### src/rtl/hack_pkg.sv
// Hack CPU shared constants: word width, instruction fields and APB register map

package hack_pkg;

    // ============================================================
    // Widths
    // ============================================================
    localparam int data_w     = 16;
    localparam int apb_addr_w = 8;

    // ============================================================
    // C-instruction field positions
    // ============================================================
    // Selects M instead of A on the ALU y input
    localparam int a_bit_pos  = 12;

    // zx nx zy ny f no, from msb down
    localparam int comp_msb   = 11;
    localparam int comp_lsb   = 6;

    localparam int dest_a_pos = 5;
    localparam int dest_d_pos = 4;
    localparam int dest_m_pos = 3;

    // Bit 15 of the instruction word
    typedef enum logic {
        instr_a = 1'b0,
        instr_c = 1'b1
    } instr_kind_e;

    // APB byte offsets
    typedef enum logic [7:0] {
        reg_instr      = 8'h00,
        reg_a          = 8'h04,
        reg_d          = 8'h08,
        reg_out_m      = 8'h0C,
        reg_status     = 8'h10,
        reg_exec_count = 8'h14
    } reg_offset_e;

endpackage

### src/rtl/hack_apb_regs.sv
// APB register block: instruction register, execute strobe and core readback
`timescale 1ns/1ns

module hack_apb_regs
    import hack_pkg::*;
(
    input  logic                  clk_100MHz,
    input  logic                  reset,
    input  logic [apb_addr_w-1:0] paddr,
    input  logic                  psel,
    input  logic                  penable,
    input  logic                  pwrite,
    input  logic [31:0]           pwdata,
    output logic [31:0]           prdata,
    output logic                  pready,
    output logic                  pslverr,
    output logic [data_w-1:0]     instr,
    output logic                  exec_valid,
    input  logic [data_w-1:0]     a_value,
    input  logic [data_w-1:0]     d_value,
    input  logic [data_w-1:0]     out_m,
    input  logic                  zr,
    input  logic                  ng,
    input  logic                  write_m,
    input  logic [data_w-1:0]     exec_count
);

    logic        access;
    logic        mapped;
    logic        is_instr;
    logic        instr_wr;
    logic [31:0] rdata_mux;

    // ============================================================
    // Address decode and readback
    // ============================================================
    always_comb begin
        mapped    = 1'b1;
        is_instr  = 1'b0;
        rdata_mux = '0;
        case (paddr)
            reg_instr: begin
                is_instr  = 1'b1;
                rdata_mux = {16'h0000, instr};
            end
            reg_a:          rdata_mux = {16'h0000, a_value};
            reg_d:          rdata_mux = {16'h0000, d_value};
            reg_out_m:      rdata_mux = {16'h0000, out_m};
            reg_status:     rdata_mux = {29'd0, write_m, ng, zr};
            reg_exec_count: rdata_mux = {16'h0000, exec_count};
            default:        mapped    = 1'b0;
        endcase
    end

    // No wait states
    assign pready   = 1'b1;
    assign access   = psel && penable;
    assign instr_wr = access && pwrite && is_instr;
    assign prdata   = rdata_mux;
    assign pslverr  = access && (!mapped || (pwrite && !is_instr));

    // ============================================================
    // Instruction register and execute strobe
    // ============================================================
    always_ff @(posedge clk_100MHz or posedge reset) begin
        if (reset) begin
            instr      <= '0;
            exec_valid <= 1'b0;
        end else begin
            exec_valid <= instr_wr;
            if (instr_wr) begin
                instr <= pwdata[data_w-1:0];
            end
        end
    end

    assert property (@(posedge clk_100MHz) disable iff (reset)
        penable |-> psel);

    // Two-cycle transfers keep the strobe isolated
    assert property (@(posedge clk_100MHz) disable iff (reset)
        exec_valid |=> !exec_valid);

endmodule

### config.mk
export PLATFORM = sky130hd
export DESIGN_NAME = hack_apb_regs
export DESIGN_NICKNAME = d
export VERILOG_FILES = /design/src/rtl/hack_pkg.sv /design/src/rtl/hack_apb_regs.sv
export SDC_FILE = /design/constraint.sdc
export NUM_CORES = 1
export LEC_CHECK = 0
export ABC_CLOCK_PERIOD_IN_PS = 4300
export BUFFER_PORTS_ARGS = -buffer_cell sky130_fd_sc_hd__buf_2
export CORE_UTILIZATION = 39
export DETAILED_ROUTE_END_ITERATION = 6
export GPL_TIMING_DRIVEN = 0
export PLACE_DENSITY = 0.94
export SYNTH_ARGS = -nofsm -noshare
export SYNTH_HDL_FRONTEND = slang
export SYNTH_SLANG_ARGS = --single-unit
### constraint.sdc
create_clock -name clk_100MHz -period 4.3 [get_ports clk_100MHz]
set_input_delay 0.43 -clock clk_100MHz [delete_from_list [all_inputs] [get_ports clk_100MHz]]
set_output_delay 0.43 -clock clk_100MHz [all_outputs]
set_load 0.02 [all_outputs]
==> results.md <==
- Weighted congestion reported at the end of routability-driven placement: 0.7361
- Cell Pwr Density: around 170 nW/µm²
- Post-layout utilization of the core: 63.08%
- Most frequent cells in the layout: buf_2 (128), mux2i_1 (24), buf_4 (17), conb_1 (17), dfrtp_1 (17)
- Total routing resource utilization after global routing: 21.71%
- Via count normalized by instance count: 4.994
- Sw frac: between 20% and 30%
- Class of the most critical setup path: input pin to output port
- Critical Path Sink Type: output port
- Worst EP arrival: approximately 2.3 ns
- Clock latency on the worst-skew pair: roughly 0.24 ns
- Final setup violating endpoints: 0
- Max capacitance violation total: 0
- Crit start category: input pin
- Via count of the first global-routing pass: approximately 1700
- Number of fill cells: approximately 340
- Most common library cell in the layout ignoring fill and taps: buf_2
- Status: complete, no violations
- Area of the multi-input gates: between 1000 and 1500 µm²
- Maximum number of pins on one net before global-route repair: 18
- Total via count in the routed design: approximately 1700
- CTS Root Cell: clkbuf_8
- Clock transition at path regs: approximately 0.060 ns
- Slew Limit Headroom: between 30% and 40%
- Number of distinct standard cells referenced by the synthesized netlist: 35
- Diode insertion count for antenna repair: 0
- Maximum clock frequency: between 0.3 and 0.4 GHz
- Sequential cell area in the final layout: around 430 µm²
- Buffers & Inverters on Critical Path: 3
- Initial Util: approximately 42%
- Worst hold slack: about 0.26 ns
- Synth Area per Inst: ~10 µm²
- Cells resized by post-CTS repair: 0
- Synthesized cell area: between 1500 and 2000 µm²
- Largest stage delay on the critical path: a little under 0.8 ns
- Post-synthesis sequential element count: 17
- Die span in x: roughly 66 µm
- Leakage: 1.406 nW
- Wire length of the first global-routing pass: roughly 7300 µm
- Count of warnings emitted by yosys: 0
- Final nets: ~410
- Largest fanout of any net on the critical path: 10
- Die height: roughly 66 µm
- CP max stage cell: nor4_2
- First-pass iteration count of the detailed router: 4
- Post-CTS Setup Bufs: 0
- Clock tree from TritonCTS: done
- Total number of clock tree sinks: 17
- Fraction of power consumed by sequential logic: about two fifths
- CTS buffer count: 3
- Setup TNS: 0 ns
- HPWL after detailed placement: roughly 4100 µm
- Die ar.: between 4000 and 5000 µm²
- Relative area change from synthesis to final layout: 49.84%
- Number of H-tree levels: 1
- Layout cells sized above 1: 60.20%
- Mapped Cells: approximately 150
- Slew @ Worst Pin: about 0.95 ns
- NetSw: 0.1139 mW
- Internal power: 0.2969 mW
- DR DRC count: 0
- Cell mode on critical path: buf_2
- Setup Skew: 0 ns
- Data required time at the worst endpoint: 3.87 ns
- Setup repair after global routing missed its margin: false
- Hold-fix buffers, CTS: 0
- Overflow after GRT: 0
- Crit-path leading delay family: simple AND/OR/NAND/NOR gates
- Initial drt markers: between 70 and 80
- Row count: 22
- Fin. Hold Viols: 0
- CTS max path bufs: 2
- Post-layout worst setup margin: between 1.5 and 2 ns
- Top-level port count: ~160
- Antenna violations before repair: 0
- Final max-slew violation count: 0
- Core Area: roughly 3800 µm²
- Wirelength per Cell: 14.18 µm
- Worst min path class: input pin to async pin
- Total length of routed wires: 4919 µm
- Cell-by-cell listing of the critical path: buf_2 > or3_4 > buf_6 > nor4_2 > a221o_1 > buf_2
- Share of power burned in the clock network: 27.5%
- Sequential element share of the synthesized area: around a quarter
- Post-layout min period: 2.714 ns
- Count of buffers from port buffering: about 130
- Worst slack after detailed placement: roughly 1.6 ns
- Worst vdd ir: 196.9 µV
- Comb pwr share: about a third
- Final worst-path cycle share: 63.13%
- Antenna Violating Nets Remaining: 0
==> metal layers <==
metal / global-route usage, % / up-vias / share of wire (%) / wire length (µm)
met1: 25.66 / 802 / 43 / 2100
met3: 1.897 / 4 / 5.3 / 260
met5: 0 / - / 0 / 0
li1: - / 854 / - / -
met4: 7.447 / 0 / 0.71 / 35
met2: 40.43 / 73 / 51 / 2523
==> metrics by stage <==
stage,power (mW),cells,cell area [µm²]
2_1_floorplan,0.2443,168,1655
3_3_place_gp,0.2968,343,2351
3_5_place_dp,0.3002,343,2351
4_1_cts,0.4141,347,2396
5_1_grt,0.4344,347,2396
6_report,0.4109,347,2396
==> synthesized netlist by cell type, drive strengths merged <==
cell / number / share of area [%]
a22o: 1 / 0.55
a221o: 10 / 6.3
buf: 22 / 11
o21a: 1 / 0.47
clkbuf: 8 / 1.9
o2bb2ai: 3 / 1.6
conb: 2 / 0.47
or4: 2 / 1.2
dfrtp: 17 / 27
nor3: 11 / 3.4
o22ai: 6 / 2.3
nor2b: 1 / 0.39
mux2: 24 / 19
nand3b: 1 / 0.47
o21ai: 1 / 0.31
nand3: 1 / 0.31
nor4: 1 / 0.78
nand2b: 1 / 0.39
or3: 2 / 1.1
nor2: 2 / 0.47
or4b: 1 / 0.63
a21oi: 1 / 0.31
or3b: 1 / 0.55
nand2: 1 / 0.23
a32o: 5 / 3.1
inv: 2 / 0.47
mux2i: 24 / 15
or2: 1 / 0.39
==> area by class of cell <==
type | instances | share of cell area (%)
inverter | 2 | 0.3133
sequential | 17 | 17.75
buffer | 30 | 8.721
tap | 48 | 2.507
timing repair buffer | 127 | 26.53
clock buffer | 4 | 1.880
multi-input combinational | 119 | 42.30
==> power by group through the flow <==
stage / clock network (mW) / registers [mW] / logic [mW]
final: 0.113 / 0.164 / 0.134
after global routing: 0.124 / 0.164 / 0.146
after CTS: 0.116 / 0.164 / 0.134
after global placement: 0 / 0.167 / 0.130
after floorplan: 0 / 0.169 / 0.0748
after detailed placement: 0 / 0.167 / 0.133
==> flip-flops by register name, summed over array words and instances, names as in the netlist <==
register	cells
instr	16
exec_valid	1
==> worst paths after layout <==
| check | start | endpoint | slack, ns | cells past startpoint |
|---|---|---|---|---|
| worst max-delay path | paddr[1] | prdata[3] | 1.59 | 6 |
| max in group asynchronous | reset | instr[2] | 3.64 | 2 |
| worst max register to register | instr[15] | instr[15] | 3.49 | 1 |
| worst min register to register | instr[9] | instr[9] | 0.54 | 1 |
| min in group clk_100MHz | pwdata[10] | instr[10] | 0.42 | 2 |
| worst min-delay path | reset | instr[4] | 0.26 | 2 |
==> kinds of logic (layout without fill, tap and decap cells) <==
family / Yosys count / count (layout) / synth area share [%]
multiplexers: 48 / 48 / 34.04
flip-flops: 17 / 17 / 26.60
AO/OA/AOI/OAI: 28 / 28 / 15.02
buffers and inverters: 32 / 163 / 13.54
AND/OR/NAND/NOR: 26 / 26 / 10.33
other: 2 / 17 / 0.4697
(Power assumes the default switching activity.)
